**src/common/soc_pkg.sv**
```systemverilog
package soc_pkg;

    // bus widths
    localparam int ADDR_W = 64;
    localparam int DATA_W = 64;
    localparam int WORD_W = 32;

    typedef logic [ADDR_W-1:0] addr_t;
    typedef logic [DATA_W-1:0] data_t;
    typedef logic [WORD_W-1:0] word_t;

    // load codes, stores reuse 0..3
    typedef enum logic [2:0] {
        LS_LB  = 3'd0,
        LS_LH  = 3'd1,
        LS_LW  = 3'd2,
        LS_LD  = 3'd3,
        LS_LBU = 3'd4,
        LS_LHU = 3'd5,
        LS_LWU = 3'd6
    } ls_type_e;

    localparam ls_type_e LS_SB = LS_LB;
    localparam ls_type_e LS_SH = LS_LH;
    localparam ls_type_e LS_SW = LS_LW;
    localparam ls_type_e LS_SD = LS_LD;

    typedef enum logic [2:0] {
        TGT_RAM,
        TGT_MTIME,
        TGT_MTIMECMP,
        TGT_PLIC,
        TGT_NONE
    } target_e;

    // address map
    localparam addr_t RAM_BASE           = 64'h0;
    localparam addr_t MTIMECMP_ADDR      = 64'h0200_4000;
    localparam addr_t MTIME_ADDR         = 64'h0200_BFF8;
    localparam addr_t PLIC_BASE          = 64'h0C00_0000;
    localparam addr_t PLIC_PENDING       = PLIC_BASE + 64'h1000;
    localparam addr_t PLIC_ENABLE        = PLIC_BASE + 64'h2000;
    localparam addr_t PLIC_THRESHOLD     = PLIC_BASE + 64'h20_0000;
    localparam addr_t PLIC_CLAIM         = PLIC_BASE + 64'h20_0004;
    localparam addr_t PLIC_ENABLE_STRIDE = 64'h80;   // per context
    localparam addr_t PLIC_CTX_STRIDE    = 64'h1000; // threshold and claim per context
    localparam addr_t PLIC_SPAN          = PLIC_THRESHOLD + 64'h2000;

    localparam data_t MTIMECMP_RESET = 64'h8000_0000;

endpackage
```
**src/source/bus_controller.sv**
```systemverilog
`timescale 1ns/100ps

module bus_controller import soc_pkg::*; (
    input  logic    CLOCK_50,
    input  logic    KEY0,
    input  logic    bus_read_enable,
    input  logic    bus_write_enable,
    input  addr_t   bus_address,
    input  data_t   bus_write_data,
    input  target_e target,
    input  data_t   mtime,
    input  data_t   ram_rdata,
    input  logic    ram_done,
    input  word_t   plic_rdata,
    output logic    bus_read_done,
    output logic    bus_write_done,
    output data_t   bus_read_data,
    output data_t   mtimecmp,
    output logic    ram_read_active,
    output logic    ram_write_active,
    output logic    plic_read,
    output logic    plic_write,
    output addr_t   plic_offset
);

    logic  rd_req;  // enable seen, done drops next edge
    logic  wr_req;
    logic  rd_pend;
    logic  wr_pend;
    logic  rd_fin;
    logic  wr_fin;
    data_t rd_mux;

    // single-cycle targets finish right away, RAM waits for its done
    assign rd_fin = rd_pend && ((target != TGT_RAM) || ram_done);
    assign wr_fin = wr_pend && ((target != TGT_RAM) || ram_done);

    assign ram_read_active  = rd_pend && (target == TGT_RAM);
    assign ram_write_active = wr_pend && (target == TGT_RAM);

    // plic accesses last one cycle, so these are strobes
    assign plic_read   = rd_pend && (target == TGT_PLIC);
    assign plic_write  = wr_pend && (target == TGT_PLIC);
    assign plic_offset = bus_address - PLIC_BASE;

    always_comb begin
        case (target)
            TGT_RAM:      rd_mux = ram_rdata;
            TGT_MTIME:    rd_mux = mtime;
            TGT_MTIMECMP: rd_mux = mtimecmp;
            TGT_PLIC:     rd_mux = {32'd0, plic_rdata};
            default:      rd_mux = '0; // unmapped reads as zero
        endcase
    end

    always_ff @(posedge CLOCK_50 or negedge KEY0) begin
        if (!KEY0) begin
            rd_req         <= 1'b0;
            wr_req         <= 1'b0;
            rd_pend        <= 1'b0;
            wr_pend        <= 1'b0;
            bus_read_done  <= 1'b1;
            bus_write_done <= 1'b1;
            mtimecmp       <= MTIMECMP_RESET;
        end else begin
            rd_req <= bus_read_enable;
            wr_req <= bus_write_enable;

            if (rd_req) begin
                bus_read_done <= 1'b0;
                rd_pend       <= 1'b1;
            end else if (rd_fin) begin
                bus_read_done <= 1'b1;
                rd_pend       <= 1'b0;
            end

            if (wr_req) begin
                bus_write_done <= 1'b0;
                wr_pend        <= 1'b1;
            end else if (wr_fin) begin
                bus_write_done <= 1'b1;
                wr_pend        <= 1'b0;
            end

            if (wr_fin && (target == TGT_MTIMECMP)) begin
                mtimecmp <= bus_write_data;
            end
        end
    end

    // read data holds until the next read completes
    always_ff @(posedge CLOCK_50) begin
        if (rd_fin) begin
            bus_read_data <= rd_mux;
        end
    end

    // the core never overlaps a load and a store
    a_no_rd_wr_overlap: assert property (@(posedge CLOCK_50) disable iff (!KEY0)
        !(rd_pend && wr_pend))
        else $error("bus_controller: read and write pending together");

endmodule

```
**config.mk**
```make
export PLATFORM = sky130hd
export DESIGN_NAME = bus_controller
export DESIGN_NICKNAME = d
export VERILOG_FILES = /design/src/common/soc_pkg.sv /design/src/source/bus_controller.sv
export SDC_FILE = /design/constraint.sdc
export NUM_CORES = 1
export LEC_CHECK = 0
export BUFFER_PORTS_ARGS = -buffer_cell sky130_fd_sc_hd__buf_2
export CAP_MARGIN = 20
export CORE_AREA = 5 5 187 189
export CTS_CLUSTER_DIAMETER = 80
export DETAILED_ROUTE_END_ITERATION = 7
export DIE_AREA = 0 0 192 194
export HOLD_SLACK_MARGIN = 0.02
export PLACE_DENSITY_LB_ADDON = 0.15
export RECOVER_POWER = 100
export SYNTH_ARGS = -nofsm -noshare
export SYNTH_HDL_FRONTEND = slang
export SYNTH_SLANG_ARGS = --single-unit
```
**constraint.sdc**
```tcl
create_clock -name CLOCK_50 -period 4 [get_ports CLOCK_50]
set_clock_uncertainty 0.1 [all_clocks]
set_input_delay 1.2 -clock CLOCK_50 [delete_from_list [all_inputs] [get_ports CLOCK_50]]
set_output_delay 1.2 -clock CLOCK_50 [all_outputs]
set_load 0.05 [all_outputs]
```
==> impl_metrics.tcl <==
set metrics [dict create \
    fraction_of_synthesis_flops_using_an_asynchronous_set_or_reset_pin 0.522 \
    dr_wl_met3_um 2670 \
    placeableCoreArea_um2 33100 \
    min_path_type "flop to flop" \
    antenna_violating_nets_post_route 0 \
    cap_viol_max_count 2 \
    die_height_um 194 \
    post-place-cells 1471 \
    wl_met2_um 16000 \
    fin_ws_ns -0.109 \
    post_dp_cell_area_um2 10600 \
    timing.max_slew.rel_slack -0.199 \
    grt_first_pass_wirelength_um 44200 \
    maxClockFrequency_mhz 243 \
    avgSynthCellArea_um2 12.6 \
    cts-root-to-sink-buffers 2 \
    worst_case_hold_path_end_point "bus_write_done$_DFFE_PN1P_" \
    most_common_cell_in_the_netlist "sky130_fd_sc_hd__nor2_1" \
    drt_pre_antenna_iters 6 \
    hp-start "wr_req$_DFF_PN0_" \
    post_cts_hold_buffer_count 0 \
    worst_path_dominant_cell_family "buffers and inverters" \
    start_util 0.220 \
    ff2ff_path_depth 2 \
    drt-initial-drc-count 194 \
    post-route-drc-count 0 \
    leakage_nw 5.19 \
    violations "max-capacitance violations, max-slew violations, negative setup slack" \
    finalWirelength_um 30600 \
    finish.cell_count_without_fillers 1506 \
    endpoint_kind "output port" \
    crit_chain "buf_8 -> a2111oi_4 -> buf_4 -> nand4b_2 -> buf_12 -> nor4_4 -> xor2_2 -> buf_6" \
    grt_setup_unrepaired "true" \
    grt-ovfl-total 0 \
    cts-htree-levels 4 \
    grt_max_degree 38 \
    top_layer "met5" \
    tritoncts.num_buffers 17 \
    seq_area_frac_synth 0.505 \
    wl_per_cell_um 20.3 \
    met1Wirelength_um 11300 \
    route.detailed.vias_per_inst 4.36 \
    clkTransAtPathRegs_ns 0.07 \
    synth_ff_type "sky130_fd_sc_hd__dfrtp_1" \
    run_status "finished, violations left" \
    rows 67 \
    period_share 1.03 \
    fin_nets 1341 \
    gp_routability_congestion 0.755 \
    port_buffers 441 \
    cpPeakStageDelay_ns 0.35 \
    grt.total_usage 0.157 \
    reg2reg_from "rd_pend$_DFFE_PN0P_" \
    totalPowerFinal_w 0.00514 \
    clock_tree_root "sky130_fd_sc_hd__clkbuf_16" \
    synthesis.yosys.warnings 0 \
    critical_path_required_time_ns 2.70 \
    nets_in_the_synthesized_netlist 874 \
    synthTopCellsByCount "sky130_fd_sc_hd__nor2_1, sky130_fd_sc_hd__dfrtp_1, sky130_fd_sc_hd__edfxtp_1" \
    arrival_ns 2.81 \
    worst_hold_slack_ns 0.286 \
    clkSinkCount 134 \
    critical_path_buf_inv_count 4 \
    report.final.hold_viol_count 0 \
    crit_start "bus_address[27]" \
    dieArea_um2 37200 \
    r2r_slack_ns 2.09 \
    ys_seq_elements 134 \
    critPathLaunchType "input port" \
    hold_depth 1 \
    slew_viol_final 61 \
    synth.largest_area_cell "sky130_fd_sc_hd__edfxtp_1" \
    syn-instance-count 577 \
    design.portCount 494 \
    irDropWorstVdd_mv 0.273 \
    grt_pass1_vias 7078 \
    netlist_area_um2 7280 \
    post_synth_edffs 64 \
    stdcell_area_um2 11400 \
    layout_min_cycle_time_ns 4.11 \
    route.vias.total 6564 \
    post_synth_num_cell_types 38 \
    clk_latency_ns 0.42 \
    r2r_end "bus_read_data[36]$_DFFE_PP_" \
    worst-slew-pin-transition_ns 1.80 \
    critPathMaxFanout 8 \
    post_route_cells_drive_above_1_share 0.501 \
    pwr_density_cell_nw_per_um2 449 \
    cpMaxStageDelayCell "sky130_fd_sc_hd__a2111oi_4" \
    dpl.hpwl_um 23900 \
    tritoncts_clock_tree "done" \
    post_synth_main_area_contributors "sky130_fd_sc_hd__edfxtp_1, sky130_fd_sc_hd__dfrtp_1, sky130_fd_sc_hd__mux2_4" \
    antenna_found_initial 7 \
    final_setup_violating_endpoints 10 \
    die_w_um 192 \
    synth_top_area_share 0.264 \
    area_growth_syn_to_layout_pct 57.1 \
    critical_path_class "input port to output port" \
]
[logic make-up after synthesis]
logic type | Yosys count | synth area share
multiplexers | 96 | 0.174
XOR/XNOR | 34 | 0.0409
adder cells (fa/ha/maj) | 1 | 0.00172
AND/OR/NAND/NOR | 145 | 0.107
buffers and inverters | 65 | 0.0583
flip-flops | 134 | 0.505
AO/OA/AOI/OAI | 102 | 0.113
[stage by stage]
stage	util	setup WS, ns	setup TNS (ns)
floorplan	-	-0.170	-1.89
global placement	0.319	-0.263	-4.75
detailed placement	0.319	-0.255	-4.74
CTS	0.349	-0.0604	-0.418
global route	0.345	-0.178	-5.83
finish	0.345	-0.109	-0.430
[area by class of cell]
type | count | area [um2]
Sequential cell | 134 | 3680
Multi-Input combinational cell | 378 | 3710
Tap cell | 448 | 561
Fill cell | 3463 | 21700
Clock inverter | 13 | 148
Timing Repair Buffer | 512 | 2900
Inverter | 1 | 3.75
Clock buffer | 19 | 433
Antenna cell | 1 | 2.50
[per-layer routing]
layer  up-vias  global-route usage
met3        47              0.0529
met1      3160               0.170
met2       305               0.290
li1       3044                   -
met5         -                   0
met4         8              0.0399
[layout by cell type (no fill, tap or decap), drive strengths merged, types with 5 or more instances in the layout]
cell,n
a21oi,33
a221o,32
a22o,32
and2,5
buf,358
clkbuf,173
dfrtp,67
edfxtp,64
inv,5
mux2,64
mux2i,32
nand2,8
nor2,74
nor3,17
nor4,18
or3,6
xor2,31
[state kept, by name (all words and copies together), names as in the netlist]
register	cells
wr_req	1
rd_pend	1
bus_read_done	1
mtimecmp	64
bus_write_done	1
rd_req	1
bus_read_data	64
wr_pend	1
[worst max-delay path by stage]
stage	end	slack (ns)	cells after the start
floorplan	plic_offset[58]	-0.17	5
global placement	plic_offset[59]	-0.26	8
detailed placement	plic_offset[59]	-0.25	8
CTS	plic_offset[59]	-0.06	8
global route	plic_offset[54]	-0.18	10
finish	plic_offset[59]	-0.11	8
[repair_timing]
action,CTS,global route
pin swaps,15,16
setup endpoints to repair,30,28
endpoints found under the hold margin,0,0
resized for setup,95,27
buffers inserted,3,1
[report_power, final]
part | leakage (nW) | switching, W | internal, W | total, W
Clock | 0.273 | 0.000654 | 0.000927 | 0.00158
Sequential | 1.48 | 0.000164 | 0.00167 | 0.00184
Combinational | 3.43 | 0.00121 | 0.000516 | 0.00172
Total | 5.19 | 0.00203 | 0.00311 | 0.00514
Power figures use the tool's default switching activity.
