$ cat src/common/soc_pkg.sv
package soc_pkg;

    // bus widths
    localparam int ADDR_W = 64;
    localparam int DATA_W = 64;
    localparam int WORD_W = 32;

    typedef logic [ADDR_W-1:0] addr_t;
    typedef logic [DATA_W-1:0] data_t;
    typedef logic [WORD_W-1:0] word_t;

    // load codes, stores reuse 0..3
    typedef enum logic [2:0] {
        LS_LB  = 3'd0,
        LS_LH  = 3'd1,
        LS_LW  = 3'd2,
        LS_LD  = 3'd3,
        LS_LBU = 3'd4,
        LS_LHU = 3'd5,
        LS_LWU = 3'd6
    } ls_type_e;

    localparam ls_type_e LS_SB = LS_LB;
    localparam ls_type_e LS_SH = LS_LH;
    localparam ls_type_e LS_SW = LS_LW;
    localparam ls_type_e LS_SD = LS_LD;

    typedef enum logic [2:0] {
        TGT_RAM,
        TGT_MTIME,
        TGT_MTIMECMP,
        TGT_PLIC,
        TGT_NONE
    } target_e;

    // address map
    localparam addr_t RAM_BASE           = 64'h0;
    localparam addr_t MTIMECMP_ADDR      = 64'h0200_4000;
    localparam addr_t MTIME_ADDR         = 64'h0200_BFF8;
    localparam addr_t PLIC_BASE          = 64'h0C00_0000;
    localparam addr_t PLIC_PENDING       = PLIC_BASE + 64'h1000;
    localparam addr_t PLIC_ENABLE        = PLIC_BASE + 64'h2000;
    localparam addr_t PLIC_THRESHOLD     = PLIC_BASE + 64'h20_0000;
    localparam addr_t PLIC_CLAIM         = PLIC_BASE + 64'h20_0004;
    localparam addr_t PLIC_ENABLE_STRIDE = 64'h80;   // per context
    localparam addr_t PLIC_CTX_STRIDE    = 64'h1000; // threshold and claim per context
    localparam addr_t PLIC_SPAN          = PLIC_THRESHOLD + 64'h2000;

    localparam data_t MTIMECMP_RESET = 64'h8000_0000;

endpackage
$ cat src/plic/plic.sv
`timescale 1ns/100ps

module plic import soc_pkg::*; #(
    parameter int NUM_SOURCES = 6
) (
    input  logic  CLOCK_50,
    input  logic  KEY0,
    input  logic  irq,
    input  logic  plic_read,
    input  logic  plic_write,
    input  addr_t plic_offset,
    input  data_t bus_write_data,
    output word_t plic_rdata,
    output logic  meip,
    output logic  msip
);

    localparam int    ID_W          = $clog2(NUM_SOURCES);
    localparam addr_t OFF_PENDING   = PLIC_PENDING - PLIC_BASE;
    localparam addr_t OFF_ENABLE    = PLIC_ENABLE - PLIC_BASE;
    localparam addr_t OFF_THRESHOLD = PLIC_THRESHOLD - PLIC_BASE;
    localparam addr_t OFF_CLAIM     = PLIC_CLAIM - PLIC_BASE;

    logic [2:0]             prio [NUM_SOURCES];
    logic [NUM_SOURCES-1:0] pending;
    word_t                  enable [2];    // context 0 is M, 1 is S
    logic [2:0]             threshold [2];
    word_t                  claim_id [2];
    logic                   irq_q;
    logic                   prio_sel;
    logic                   pending_sel;
    logic [1:0]             enable_sel;
    logic [1:0]             thresh_sel;
    logic [1:0]             claim_sel;
    logic [ID_W-1:0]        prio_id;

    assign prio_sel    = plic_offset < addr_t'(4 * NUM_SOURCES);
    assign prio_id     = plic_offset[ID_W+1:2];
    assign pending_sel = (plic_offset == OFF_PENDING);

    for (genvar c = 0; c < 2; c++) begin : g_ctx
        assign enable_sel[c] = (plic_offset == OFF_ENABLE + addr_t'(c) * PLIC_ENABLE_STRIDE);
        assign thresh_sel[c] = (plic_offset == OFF_THRESHOLD + addr_t'(c) * PLIC_CTX_STRIDE);
        assign claim_sel[c]  = (plic_offset == OFF_CLAIM + addr_t'(c) * PLIC_CTX_STRIDE);
        // only source 1 is wired
        assign claim_id[c]   = (pending[1] && enable[c][1]) ? word_t'(1) : '0;
    end

    assign meip = (claim_id[0] != '0);
    assign msip = (claim_id[1] != '0);

    always_comb begin
        plic_rdata = '0;
        if (prio_sel) begin
            plic_rdata = word_t'(prio[prio_id]);
        end else if (pending_sel) begin
            plic_rdata = word_t'(pending);
        end
        for (int c = 0; c < 2; c++) begin
            if (enable_sel[c]) plic_rdata = enable[c];
            if (thresh_sel[c]) plic_rdata = word_t'(threshold[c]);
            if (claim_sel[c])  plic_rdata = claim_id[c];
        end
    end

    always_ff @(posedge CLOCK_50 or negedge KEY0) begin
        if (!KEY0) begin
            irq_q   <= 1'b0;
            pending <= '0;
            for (int i = 0; i < NUM_SOURCES; i++) prio[i] <= '0;
            for (int c = 0; c < 2; c++) begin
                enable[c]    <= '0;
                threshold[c] <= '0;
            end
        end else begin
            irq_q <= irq;
            if (plic_write) begin
                if (prio_sel) prio[prio_id] <= bus_write_data[2:0];
                for (int c = 0; c < 2; c++) begin
                    if (enable_sel[c]) enable[c] <= bus_write_data[31:0];
                    if (thresh_sel[c]) threshold[c] <= bus_write_data[2:0];
                end // claim writes just complete
            end
            if (plic_read) begin
                for (int c = 0; c < 2; c++) begin
                    if (claim_sel[c] && claim_id[c] != '0) pending[claim_id[c][ID_W-1:0]] <= 1'b0;
                end
            end
            if (irq && !irq_q) pending[1] <= 1'b1; // new edge wins over a claim
        end
    end

    a_meip_pending: assert property (@(posedge CLOCK_50) disable iff (!KEY0)
        meip |-> pending[1])
        else $error("plic: meip without pending source");

    // a claim read drops meip unless irq rose in the same cycle
    a_claim_clears: assert property (@(posedge CLOCK_50) disable iff (!KEY0)
        (plic_read && claim_sel[0] && meip && !(irq && !irq_q)) |=> !meip)
        else $error("plic: claim did not clear meip");

endmodule

$ cat config.mk
export PLATFORM = sky130hd
export DESIGN_NAME = plic
export DESIGN_NICKNAME = d
export VERILOG_FILES = /design/src/common/soc_pkg.sv /design/src/plic/plic.sv
export SDC_FILE = /design/constraint.sdc
export NUM_CORES = 1
export LEC_CHECK = 0
export ABC_AREA = 1
export BUFFER_PORTS_ARGS = -buffer_cell sky130_fd_sc_hd__buf_2
export CORE_UTILIZATION = 24
export DETAILED_ROUTE_END_ITERATION = 8
export RECOVER_POWER = 50
export SLEW_MARGIN = 20
export SYNTH_ARGS = -nofsm -noshare
export SYNTH_HDL_FRONTEND = slang
export SYNTH_SLANG_ARGS = --single-unit
$ cat constraint.sdc
create_clock -name CLOCK_50 -period 1.83 [get_ports CLOCK_50]
set_clock_uncertainty 0.2 [all_clocks]
set_input_delay 0.183 -clock CLOCK_50 [delete_from_list [all_inputs] [get_ports CLOCK_50]]
set_output_delay 0.183 -clock CLOCK_50 [all_outputs]
set_load 0.01 [all_outputs]
==> flow_metrics.tcl <==
set metrics [dict create \
    maxCapViolCount 0 \
    total_power_mw 4.32 \
    grt_usage 0.126 \
    maxSlewViolCount 0 \
    clock_path_buffers 2 \
    synth_top_family_by_area "simple AND/OR/NAND/NOR gates" \
    synth_edf_count 0 \
    place_area_um2 6200 \
    crit-reg2reg-launch "pending[1]" \
    antenna_found_initial 0 \
    clk_latency_ns 0.34 \
    worst_pin_slew_ns 0.889 \
    cts_buffers 9 \
    status "finished with violations" \
    drtAntennaViolNets 0 \
    ys_warn_count 0 \
    max_freq_mhz 486 \
    first_global_vias 4262 \
    yosys_register_bits 91 \
    path_cells "buf_2 > nor2_2 > nand2_1 > inv_1 > nand3_2 > buf_4 > inv_1 > nand3_4 > inv_6 > bufbuf_16 > a22o_1 > buf_2" \
    worstHoldPathCells 3 \
    slowest_delay_ns 0.28 \
    core_um2 20200 \
    r2r_slack_ns 0.56 \
    ys_seq_area_frac 0.462 \
    place_congestion 0.818 \
    slew_headroom 0.407 \
    hold_class "primary input to register" \
    synthTopCellsByCount "171 x nand2_1, 91 x dfrtp_1, 66 x inv_1" \
    area_delta_synth_final_pct 53.3 \
    initial_utilization 0.244 \
    synth_top_area_cell "dfrtp_1" \
    crit_end "plic_rdata[22]" \
    syn_area_per_cell_um2 8.37 \
    drt_iter0_drc 161 \
    dieWidth_um 145 \
    synth-adder-area-share 0 \
    arrival_ns 1.68 \
    syn_area_um2 4930 \
    routedWlPerCell_um 12.6 \
    leakagePower_nw 3.84 \
    dr.pass1.iters 4 \
    drt_wl_total_um 13700 \
    drc_errors 0 \
    vias_per_cell 4.14 \
    final_nets 947 \
    synthSimpleGateAreaFrac 0.242 \
    hold_violations 0 \
    gr-total-overflow 0 \
    design_area_um2 7550 \
    required_ns 1.45 \
    portBuffers 134 \
    finalCritPeriodShare 1.13 \
    powerDensity_nw_per_um2 572 \
    ir_drop_uv 386 \
    drive_gt1_frac 0.452 \
    synth_xor_area_frac 0 \
    muxShareOfSynthArea 0 \
    fillers 2049 \
    cp_slowest_cell "bufbuf_16" \
    startpoint_type "primary input" \
    synth.most_common_cell "nand2_1" \
    setup_ws_ns -0.229 \
    rsz0062_at_grt "yes" \
    cp.depth 12 \
    std_cell_rows 52 \
    worst-r2r-cell-count 6 \
    dieHeight_um 145 \
    synth_cells 589 \
    violations "setup timing" \
    async_reset_ff_frac 1.00 \
    critPathTopFamily "buffers and inverters" \
    io_pins 167 \
    finalSetupViolCount 40 \
    crit_start "plic_offset[9]" \
    dominantRegCellSynth "dfrtp_1" \
    worst-path-buf-inv 7 \
    ys_top_cells_by_area "dfrtp_1 46%, nand2_1 13%, o21ai_2 10%" \
    h-tree-depth 3 \
    synth.net_count 722 \
    cts-root-buf "clkbuf_16" \
    num_vias 4511 \
    grt_max_degree 57 \
    period_needed_ns 2.06 \
    worstPathMaxFanout 10 \
    synth_cell_types 30 \
    crit_type "primary input to output port" \
    r2r-end "pending[1]" \
    crit_path_end_kind "output port" \
    grt_pass1_wl_um 21200 \
    synth_compound_area_frac 0.199 \
    cts_tree "yes" \
    dieArea_um2 21100 \
    antenna_cells 0 \
    clock_sinks 91 \
    clkTransAtPathRegs_ns 0.07 \
    yosysTopAreaCellShare 0.462 \
    dp.final_hpwl_um 8840 \
]
-- routing by layer --
layer  track usage  share of wire  vias to the layer above
li1              -              -                     2341
met1         0.170           0.48                     2073
met2         0.202           0.48                       86
met3        0.0233          0.032                       11
met4        0.0442          0.012                        0
met5             0              0                        -
-- worst min path at each step --
stage	to	slack, ns	startpoint
after floorplan	enable[0]	-0.31	KEY0
after global placement	enable[42]	0.01	KEY0
after detailed placement	enable[5]	0.02	KEY0
after CTS	prio[4]	0.11	plic_offset[2]
after global routing	prio[0]	0.15	plic_offset[2]
final	enable[1]	0.12	bus_write_data[1]
-- worst reg2reg max path, stage by stage (launching register included) --
cell and delay [ns]:
dfrtp_1 0.40, nand2_1 0.09, nor2_1 0.17, buf_4 0.13, o21ai_1 0.06, nand2_1 0.05, o21ai_1 0.06
-- cell type report --
class	count	area [µm²]	share of cell area
multi-input combinational	404	2440	0.324
sequential	91	2280	0.302
timing repair buffer	235	1890	0.251
tap	270	338	0.0447
inverter	73	297	0.0393
clock buffer	10	229	0.0303
clock inverter	6	73.8	0.00978
-- report_power, final --
group	total, mW	internal [mW]	switching (mW)	leakage [nW]
sequential	2.01	2.01	0.000255	1.26
clock	1.91	1.08	0.835	0.141
combinational	0.394	0.190	0.204	2.43
total	4.32	3.28	1.04	3.84
-- cells in the final DEF (no fill, tap or decap), drive strengths merged --
cell type,n
buf,193
nand2,181
o21ai,92
dfrtp,91
inv,73
nor2,71
dlygate4sd3,32
a22o,29
clkbuf,19
nand3,19
a21oi,6
clkinv,3
nand4,2
clkinvlp,2
nor3,1
nand3b,1
o221ai,1
a21boi,1
bufinv,1
bufbuf,1
-- sequential cells by signal (all words and copies together), names as in the netlist --
signal and cells:
threshold 6, pending 2, enable 64, prio 18, irq_q 1
-- per-stage QoR --
step                       util  cells  hold WS (ns)  worst slack, ns  setup TNS (ns)
after floorplan               -    589        -0.313           0.0694               0
after global placement    0.308   1014        0.0122           -0.285          -22.69
after detailed placement  0.308   1014        0.0172           -0.265          -20.95
after CTS                 0.351   1073         0.114           -0.247           -6.06
after global routing      0.374   1089         0.150           -0.390          -11.73
final                     0.374   1089         0.121           -0.229           -5.53
-- what timing repair did --
action	CTS	global route
setup endpoints to repair	32	73
hold buffers	32	0
gates resized for setup	30	76
hold endpoints to repair	151	0
buffers inserted	8	8
cloned	3	9
pin swaps	6	17
-- logic make-up (layout without fill, tap and decap cells) --
family / after synthesis / count (layout)
AOI/OAI and AO/OA: 129 / 129
buffers and inverters: 95 / 324
DFF: 91 / 91
and+or+nand+nor: 274 / 275
Note: power is estimated with default switching activity, not from simulation.
