===== config.mk =====
export PLATFORM = sky130hd
export DESIGN_NAME = address_decoder
export DESIGN_NICKNAME = d
export VERILOG_FILES = /design/src/common/soc_pkg.sv /design/src/source/address_decoder.sv
export SDC_FILE = /design/constraint.sdc
export NUM_CORES = 1
export LEC_CHECK = 0
export BUFFER_PORTS_ARGS = -buffer_cell sky130_fd_sc_hd__buf_4
export CAP_MARGIN = 20
export CORE_AREA = 2 2 39 41
export DETAILED_ROUTE_END_ITERATION = 12
export DIE_AREA = 0 0 41 43
export PLACE_DENSITY = 0.76
export SLEW_MARGIN = 20
export SYNTH_ARGS = -nofsm -noshare
export SYNTH_HDL_FRONTEND = slang
export SYNTH_SLANG_ARGS = --single-unit

===== constraint.sdc =====
create_clock -name vclk -period 2.2
set_input_delay 0.11 -clock vclk [all_inputs]
set_output_delay 0.11 -clock vclk [all_outputs]
set_load 0.05 [all_outputs]

===== src/common/soc_pkg.sv =====
package soc_pkg;

    // bus widths
    localparam int ADDR_W = 64;
    localparam int DATA_W = 64;
    localparam int WORD_W = 32;

    typedef logic [ADDR_W-1:0] addr_t;
    typedef logic [DATA_W-1:0] data_t;
    typedef logic [WORD_W-1:0] word_t;

    // load codes, stores reuse 0..3
    typedef enum logic [2:0] {
        LS_LB  = 3'd0,
        LS_LH  = 3'd1,
        LS_LW  = 3'd2,
        LS_LD  = 3'd3,
        LS_LBU = 3'd4,
        LS_LHU = 3'd5,
        LS_LWU = 3'd6
    } ls_type_e;

    localparam ls_type_e LS_SB = LS_LB;
    localparam ls_type_e LS_SH = LS_LH;
    localparam ls_type_e LS_SW = LS_LW;
    localparam ls_type_e LS_SD = LS_LD;

    typedef enum logic [2:0] {
        TGT_RAM,
        TGT_MTIME,
        TGT_MTIMECMP,
        TGT_PLIC,
        TGT_NONE
    } target_e;

    // address map
    localparam addr_t RAM_BASE           = 64'h0;
    localparam addr_t MTIMECMP_ADDR      = 64'h0200_4000;
    localparam addr_t MTIME_ADDR         = 64'h0200_BFF8;
    localparam addr_t PLIC_BASE          = 64'h0C00_0000;
    localparam addr_t PLIC_PENDING       = PLIC_BASE + 64'h1000;
    localparam addr_t PLIC_ENABLE        = PLIC_BASE + 64'h2000;
    localparam addr_t PLIC_THRESHOLD     = PLIC_BASE + 64'h20_0000;
    localparam addr_t PLIC_CLAIM         = PLIC_BASE + 64'h20_0004;
    localparam addr_t PLIC_ENABLE_STRIDE = 64'h80;   // per context
    localparam addr_t PLIC_CTX_STRIDE    = 64'h1000; // threshold and claim per context
    localparam addr_t PLIC_SPAN          = PLIC_THRESHOLD + 64'h2000;

    localparam data_t MTIMECMP_RESET = 64'h8000_0000;

endpackage

===== src/source/address_decoder.sv =====
`timescale 1ns/100ps

module address_decoder import soc_pkg::*; #(
    parameter int RAM_WORDS = 2048
) (
    input  addr_t   bus_address,
    output target_e target
);

    localparam addr_t RAM_END = RAM_BASE + addr_t'(4 * RAM_WORDS);

    logic ram_hit;
    logic plic_hit;
    logic mtime_hit;
    logic mtimecmp_hit;

    // ranges for the RAM and PLIC windows, exact words for the timer
    assign ram_hit      = (bus_address >= RAM_BASE) && (bus_address < RAM_END);
    assign plic_hit     = (bus_address >= PLIC_BASE) && (bus_address < PLIC_SPAN);
    assign mtime_hit    = (bus_address == MTIME_ADDR);
    assign mtimecmp_hit = (bus_address == MTIMECMP_ADDR);

    always_comb begin
        target = TGT_NONE; // unmapped, answered with zero
        if (ram_hit) begin
            target = TGT_RAM;
        end else if (plic_hit) begin
            target = TGT_PLIC;
        end else if (mtime_hit) begin
            target = TGT_MTIME;
        end else if (mtimecmp_hit) begin
            target = TGT_MTIMECMP;
        end
    end

    // the map must not overlap, whatever RAM_WORDS is set to at the top
    always_comb begin
        assert ($onehot0({ram_hit, plic_hit, mtime_hit, mtimecmp_hit}))
            else $error("address_decoder: overlapping windows at %h", bus_address);
    end

endmodule


==> flow_summary_export.csv, run 1 <==
group,metric,value,unit
power_and_ir_drop,p_leak,0.3843,nW
sta,period_share,73.15,%
floorplanning,die_h,43,um
place,post-place-cells,126,
global_route,grt_pass1_vias,620,
power_and_ir_drop,seqPwrFrac,0,%
hold_path,hp-start,"bus_address[24]",
sta,final-hold-violation-count,0,
logic_synthesis,synth_area_leaders,"nor4_1 (28%), nor3_1 (7.6%), nand2_1 (7.1%)",
global_route,grt_antenna_before_repair,0,
sta,rsz0062_at_grt,"no",
power_and_ir_drop,internal-power,0.07799,mW
global_route,grt_max_degree,4,
logic_synthesis,syn_nets,107,
floorplanning,initial_utilization,19.08,%
global_route,grt_usage,15.48,%
layout,diodes,0,
global_route,grt_first_pass_wirelength,2.042,mm
sta,maxSlewViolCount,0,
clock_tree,cts_setup_buffers,0,
power_and_ir_drop,power.total,0.1032,mW
floorplanning,dieArea,1763,um^2
route,wl_per_cell,10.24,um
route,vias,634,
logic_synthesis,synth_seq_area_share,0,%
place,place_area,787.0,um^2
logic_synthesis,avgSynthCellArea,6.140,um^2
layout,syn_to_final_growth,198.1,%
floorplanning,die_w,41,um
layout,final_core_util,56.87,%
setup_path,critPathMaxFanout,3,
power_and_ir_drop,powerDensity,131.1,nW/um^2
route,first_pass_iters,1,
setup_path,crit_start,"bus_address[31]",
hold_path,hold_depth,4,
hold_path,hp-class,"in2out",
sta,fmax,621.4,MHz
route,viasPerCell,5.032,
layout,n_clock_buffer,0,
sta,tightestPinTransition,0.3846,ns
sta,setup_viol,0,
logic_synthesis,synth_area,264.0,um^2
place,gp_congestion,0.7228,
job,maxCapViolations,0,
place,place_ws,0.5835,ns
logic_synthesis,netlist.area_leader.share,28.44,%
logic_synthesis,yosysWarnings,0,
route,drc_errors,0,
logic_synthesis,synth_cell_type_count,19,
sta,max_slew_margin,74.12,%
power_and_ir_drop,p_switching,0.02517,mW
layout,seq_cells,0,
clock_tree,post_cts_resized,0,
sta,period_needed,1.609,ns
route,drt-initial-drc-count,0,
hold_path,whs_endpoint,"target[0]",
setup_path,critPathRequiredTime,2.09,ns
setup_path,crit_arrival,1.50,ns
sta,whs,0.7717,ns
sta,fin_setup_tns,0,ns
status,status,"finished, final reports clean",
clock_tree,cts_hold_buffers,0,
setup_path,cp-start-kind,"input port",
power_and_ir_drop,combPwrFrac,100.0,%
route,wl,1.290,mm
layout,fin_nets,176,
global_route,overflow,0,
floorplanning,num_rows,14,
power_and_ir_drop,clkPwrFrac,0,%
setup_path,worstSetupPathType,"in2out",
route,antenna_left,0,
layout,design_area,787.0,um^2
sta,setup_ws,0.5908,ns
layout,regArea,0,um^2
layout,layoutNonFillerInstCount,126,
logic_synthesis,yosysTopAreaCell,"nor4_1",
power_and_ir_drop,ir_drop,0.07409,mV
setup_path,endpoint_kind,"output port",
layout,drive_gt1_share,66.36,%
place,place.port_buffers,67,
power_and_ir_drop,p_sw_share,24.40,%
floorplanning,fp.coreArea,1384,um^2
place,place.detailed.hpwl,1.255,mm
floorplanning,ios,67,
logic_synthesis,synthCells,43,
-- cells in the mapped netlist (all sizes together) --
library cell,instances
nor2,4
nand3b,1
and4,1
nor3b,1
or4b,1
o21ai,1
a31o,2
nand4,3
nor3,5
or4,2
and3,2
o31ai,1
nor4,12
a21oi,1
nand3,1
nand2,5
-- routing by layer --
layer  routed length [um]  GRT usage, %  part of all wire (%)  vias up
met5                    0             0                     0        -
met4                    0             0                     0        0
met3                  181        0.5236                    14        0
met2                  698         33.13                    54       42
met1                  410         15.19                    32      271
li1                     -             -                     -      321
-- critical path, cell delays in order --
cell,delay [ns]
buf_4,0.10
or4_1,0.58
nor4_1,0.17
and3_2,0.24
a31o_2,0.11
buf_4,0.19
-- cell type report --
class	instances	area, um^2
fillers	139	596.8
repair buffers	67	503.0
multi-input cells	43	264.0
well taps	16	20.02
-- logic make-up (layout without fill, tap and decap cells) --
| kind of cell | count (synthesis) | in the layout | synth area share (%) |
|---|---|---|---|
| compound gates | 5 | 5 | 13.27 |
| simple gates | 38 | 38 | 86.73 |
| buf+inv | 0 | 67 | 0 |
-- how the worst max path moves through the flow --
| stage | end | slack [ns] | cells after the start |
|---|---|---|---|
| after floorplan | target[2] | 0.71 | 5 |
| after global placement | target[0] | 0.60 | 6 |
| after detailed placement | target[0] | 0.58 | 6 |
| after CTS | target[0] | 0.58 | 6 |
| after global routing | target[0] | 0.47 | 6 |
| final | target[0] | 0.59 | 6 |
-- layout by cell type, fill, tap and decap left out, types with 2 or more instances in the layout --
master	count
a31o_2	2
nor4_1	12
buf_4	67
nor2_1	4
nand2_1	5
nor3_1	4
nand4_1	3
-- power groups by stage --
stage               combinational [mW]  sequential [mW]  clock, mW
floorplan                       0.0114                0          0
global placement                 0.102                0          0
detailed placement               0.104                0          0
CTS                              0.104                0          0
global route                     0.113                0          0
finish                           0.103                0          0
(Power assumes the default switching activity.)
==> run 2, diff against run 1 <==
==> constraint.sdc (replaced) <==
create_clock -name vclk -period 1.55
set_input_delay 0.0775 -clock vclk [all_inputs]
set_output_delay 0.0775 -clock vclk [all_outputs]
set_load 0.05 [all_outputs]
==> run 2 against run 1 <==
Against the previous run:
- non-clock buffer count unchanged
- worst hold slack got worse by 0.089 ns
- via count is 1.1% higher
- largest power group unchanged
- core utilization rose by 4.9 points
- setup slack lost 0.56 ns
- first-iteration DRC count is 2 higher
- die area is the same
- largest cell class unchanged
- count of clock-buffer cells in the layout unchanged
==> flow_summary_export.csv, run 2 (same netlist as run 1, synthesis figures left out) <==
group,metric,value,unit
sta,rsz0062_at_grt,"no",
floorplanning,initial_utilization,19.08,%
setup_path,endpoint,"target[0]",
route,drc_errors,0,
route,drt-initial-drc-count,2,
route,dr_wl_met3,183,um
setup_path,crit_arrival,1.44,ns
setup_path,critPathMaxStageDelay,0.56,ns
hold_path,hp-class,"in2out",
sta,max_slew_margin,74.20,%
sta,maxSlewViolCount,0,
global_route,grt_antenna_before_repair,0,
sta,period_share,97.73,%
setup_path,critPathRequiredTime,1.47,ns
global_route,overflow,0,
layout,nFillCells,133,
layout,seq_cells,0,
setup_path,critPathMaxFanout,3,
layout,fin_nets,176,
power_and_ir_drop,p_leak,0.3982,nW
route,first_pass_iters,2,
global_route,grt_pass1_vias,620,
place,place.detailed.hpwl,1.255,mm
setup_path,crit_path_top_delay_cell,"or4_4",
global_route,grt_usage,15.48,%
route,wl_per_cell,10.99,um
floorplanning,fp.coreArea,1384,um^2
layout,design_area,854.6,um^2
floorplanning,ios,67,
floorplanning,num_rows,14,
job,maxCapViolations,0,
power_and_ir_drop,ir_drop,0.1032,mV
layout,drive_gt1_share,72.73,%
setup_path,path_cells,"buf_4 -> or4_4 -> nor4_1 -> and3_4 -> a31o_2 -> buf_6",
global_route,grt_first_pass_wirelength,2.042,mm
sta,period_needed,1.515,ns
floorplanning,die_w,41,um
place,place_area,787.0,um^2
setup_path,worstSetupPathType,"in2out",
layout,layout_common_cells,"buf_4 (65), nor4_1 (9), nand2_1 (5), nor2_1 (4)",
route,wl,1.385,mm
status,status,"finished, final reports clean",
setup_path,endpoint_kind,"output port",
layout,final_common_cell,"buf_4",
route,top_layer,"met3",
sta,fmax,660.2,MHz
route,antenna_left,0,
global_route,grt_max_degree,4,
setup_path,crit_start,"bus_address[31]",
clock_tree,cts_setup_buffers,0,
place,place.port_buffers,67,
layout,diodes,0,
place,gp_congestion,0.7228,
floorplanning,dieArea,1763,um^2
layout,regArea,0,um^2
sta,tightestPinTransition,0.3835,ns
setup_path,cp-start-kind,"input port",
route,viasPerCell,5.087,
route,wl_met1,436,um
power_and_ir_drop,powerDensity,185.5,nW/um^2
power_and_ir_drop,power.total,0.1586,mW
sta,final-hold-violation-count,0,
route,vias,641,
layout,n_clock_buffer,0,
floorplanning,die_h,43,um
layout,syn_to_final_growth,223.7,%
sta,setup_viol,0,
hold_path,hold_depth,4,
route,wl_met2,765,um
[run 2: cell types whose count changed in the layout (fill, tap and decap cells not counted), moves of 2 or more]
cell / before / now
and3_4: 0 / 2
buf_4: 67 / 65
buf_6: 0 / 2
nor4_1: 12 / 9
nor4_2: 0 / 3
[run 2: cell type report]
cell class         instances  area (um^2)  area share [%]
repair buffers            67        510.5           59.74
multi-input cells         43        324.1           37.92
well taps                 16        20.02           2.343
[run 2: metrics by stage]
step	cells	setup TNS, ns	hold WS (ns)	setup slack (ns)	utilization, %
6_report	126	0	0.6828	0.03525	61.75
4_1_cts	126	0	0.6820	0.01166	57.14
3_5_place_dp	126	-0.001459	0.7094	-0.001459	56.87
5_1_grt	126	0	0.6947	0.001889	61.75
3_3_place_gp	126	0	0.6925	0.01714	56.87
2_1_floorplan	43	0	0.5108	0.1228	-
[run 2: power by group]
group	leakage [nW]	internal, mW	switching (mW)	total (mW)
clock network	0	0	0	0
logic	0.398	0.115	0.0440	0.159
registers	0	0	0	0
total	0.398	0.115	0.0440	0.159
[run 2: worst min path at each step]
stage / start / slack (ns) / to
3_5_place_dp: bus_address[24] / 0.71 / target[1]
5_1_grt: bus_address[24] / 0.69 / target[0]
2_1_floorplan: bus_address[24] / 0.51 / target[0]
4_1_cts: bus_address[24] / 0.68 / target[0]
6_report: bus_address[24] / 0.68 / target[0]
3_3_place_gp: bus_address[24] / 0.69 / target[0]
[run 2: critical path, delay by kind of cell]
| kind | cells | cell delay, ns |
|---|---|---|
| AND/OR/NAND/NOR | 3 | 0.98 |
| buffers and inverters | 2 | 0.26 |
| AO/OA/AOI/OAI | 1 | 0.11 |
[run 2: metal layers]
metal  track usage [%]  vias up
met2             33.13       42
met3            0.5236        0
met5                 0        -
li1                  -      320
met1             15.19      279
met4                 0        0
[run 2: what timing repair did]
| item | in CTS | in global routing |
|---|---|---|
| endpoints found under the setup margin | 1 | 3 |
| hold buffers | 0 | 0 |
| pin swaps | 0 | 2 |
| resized for setup | 1 | 12 |
==> run 3, diff against run 2 <==
--- a/config.mk
+++ b/config.mk
@@ -5,7 +5,7 @@
 export SDC_FILE = /design/constraint.sdc
 export NUM_CORES = 1
 export LEC_CHECK = 0
-export BUFFER_PORTS_ARGS = -buffer_cell sky130_fd_sc_hd__buf_4
+export BUFFER_PORTS_ARGS = -buffer_cell sky130_fd_sc_hd__buf_2
 export CAP_MARGIN = 20
 export CORE_AREA = 2 2 39 41
 export DETAILED_ROUTE_END_ITERATION = 12
==> run 3 against run 2 <==
Against the previous run:
- sequential share of layout area unchanged
- count of clock-buffer cells in the layout unchanged
- worst hold slack improved by 0.020 ns
- non-clock buffer count unchanged
- highest routed layer unchanged
- critical endpoint unchanged
==> flow_summary_export.csv, run 3 (same netlist as run 1, synthesis figures left out) <==
group,metric,value,unit
layout,n_clock_buffer,0,
layout,regArea,0,um^2
layout,seq_cells,0,
setup_path,critPathMaxFanout,3,
setup_path,crit_arrival,1.41,ns
hold_path,hp-class,"in2out",
route,wl,1.195,mm
route,vias,626,
sta,setup_ws,0.06609,ns
floorplanning,dieArea,1763,um^2
global_route,grt_pass1_vias,529,
layout,diodes,0,
layout,syn_to_final_growth,155.5,%
global_route,grt_max_degree,4,
job,maxCapViolations,0,
setup_path,cp-start-kind,"input port",
sta,period_needed,1.484,ns
power_and_ir_drop,powerDensity,160.7,nW/um^2
place,place.port_buffers,67,
sta,fin_setup_tns,0,ns
global_route,grt_first_pass_wirelength,1.745,mm
sta,final-hold-violation-count,0,
place,place.detailed.hpwl,1.139,mm
sta,fmax,673.9,MHz
route,first_pass_iters,1,
route,wl_per_cell,9.484,um
floorplanning,ios,67,
layout,final_common_cell,"buf_2",
status,status,"finished, final reports clean",
sta,tightestPinTransition,0.3805,ns
sta,setup_viol,0,
floorplanning,die_h,43,um
route,viasPerCell,4.968,
route,drt-initial-drc-count,0,
global_route,overflow,0,
place,post-place-cells,126,
place,place_ws,-0.04119,ns
floorplanning,fp.coreArea,1384,um^2
floorplanning,die_w,41,um
layout,drive_gt1_share,70.91,%
sta,maxSlewViolCount,0,
route,antenna_left,0,
power_and_ir_drop,ir_drop,0.09114,mV
route,drc_errors,0,
floorplanning,num_rows,14,
clock_tree,cts_hold_buffers,0,
sta,period_share,95.74,%
global_route,grt_antenna_before_repair,0,
power_and_ir_drop,power.total,0.1084,mW
setup_path,worstSetupPathType,"in2out",
layout,fin_nets,176,
layout,layoutNonFillerInstCount,126,
place,gp_congestion,0.7404,
global_route,grt_usage,12.99,%
setup_path,endpoint_kind,"output port",
sta,whs,0.7027,ns
sta,max_slew_margin,74.40,%
layout,layout_common_cells,"buf_2 (64), nor4_1 (10), nand2_1 (5), nor2_1 (4)",
setup_path,critPathRequiredTime,1.47,ns
layout,nFillCells,137,
floorplanning,initial_utilization,19.08,%
power_and_ir_drop,p_leak,0.3415,nW
run 3: changes by cell type in the layout (fill, tap and decap cells not counted):
cell / previous run / this run
and3_4: 2 / 1
buf_4: 65 / 1
nor4_2: 3 / 2
o31ai_4: 1 / 0
nor4_1: 9 / 10
o31ai_2: 0 / 1
and3_1: 0 / 1
buf_2: 0 / 64
run 3: metrics by stage:
stage | area [um^2] | util [%]
finish | 674.4 | 48.73
global route | 674.4 | 48.73
CTS | 624.3 | 45.12
detailed placement | 619.3 | 44.76
global placement | 619.3 | 44.76
floorplan | 264.0 | -
run 3: per-layer routing:
layer,up-vias,GRT usage (%),share of wire (%)
met4,0,0,0
met3,0,0,13
met1,265,13.61,33
met2,42,27.19,54
met5,-,0,0
li1,319,-,-
run 3: what timing repair did:
action | CTS | global route
endpoints found under the setup margin | 3 | 3
gates resized for setup | 2 | 12
pin swaps | 0 | 1
buffers inserted | 0 | 0
hold endpoints to repair | 0 | 0
run 3: path summary, 6_finish.rpt:
| check | cells after the start | start | endpoint | slack [ns] |
|---|---|---|---|---|
| setup / recovery | 6 | bus_address[31] | target[0] | 0.07 |
| hold / removal | 4 | bus_address[24] | target[0] | 0.70 |
run 3: final cells by class:
cell class	instances	area, um^2	area share, %
multi-input combinational	43	304.0	45.08
tap	16	20.02	2.968
timing repair buffer	67	350.3	51.95
run 3: power breakdown:
group	switching (mW)	internal, mW	leakage [nW]
clock	0	0	0
combinational	0.0398	0.0686	0.341
sequential	0	0	0
run 3: critical path, cell delays in order:
cell	delay (ns)
buf_2	0.09
or4_4	0.55
nor4_1	0.19
and3_4	0.23
a31o_2	0.11
buf_6	0.15
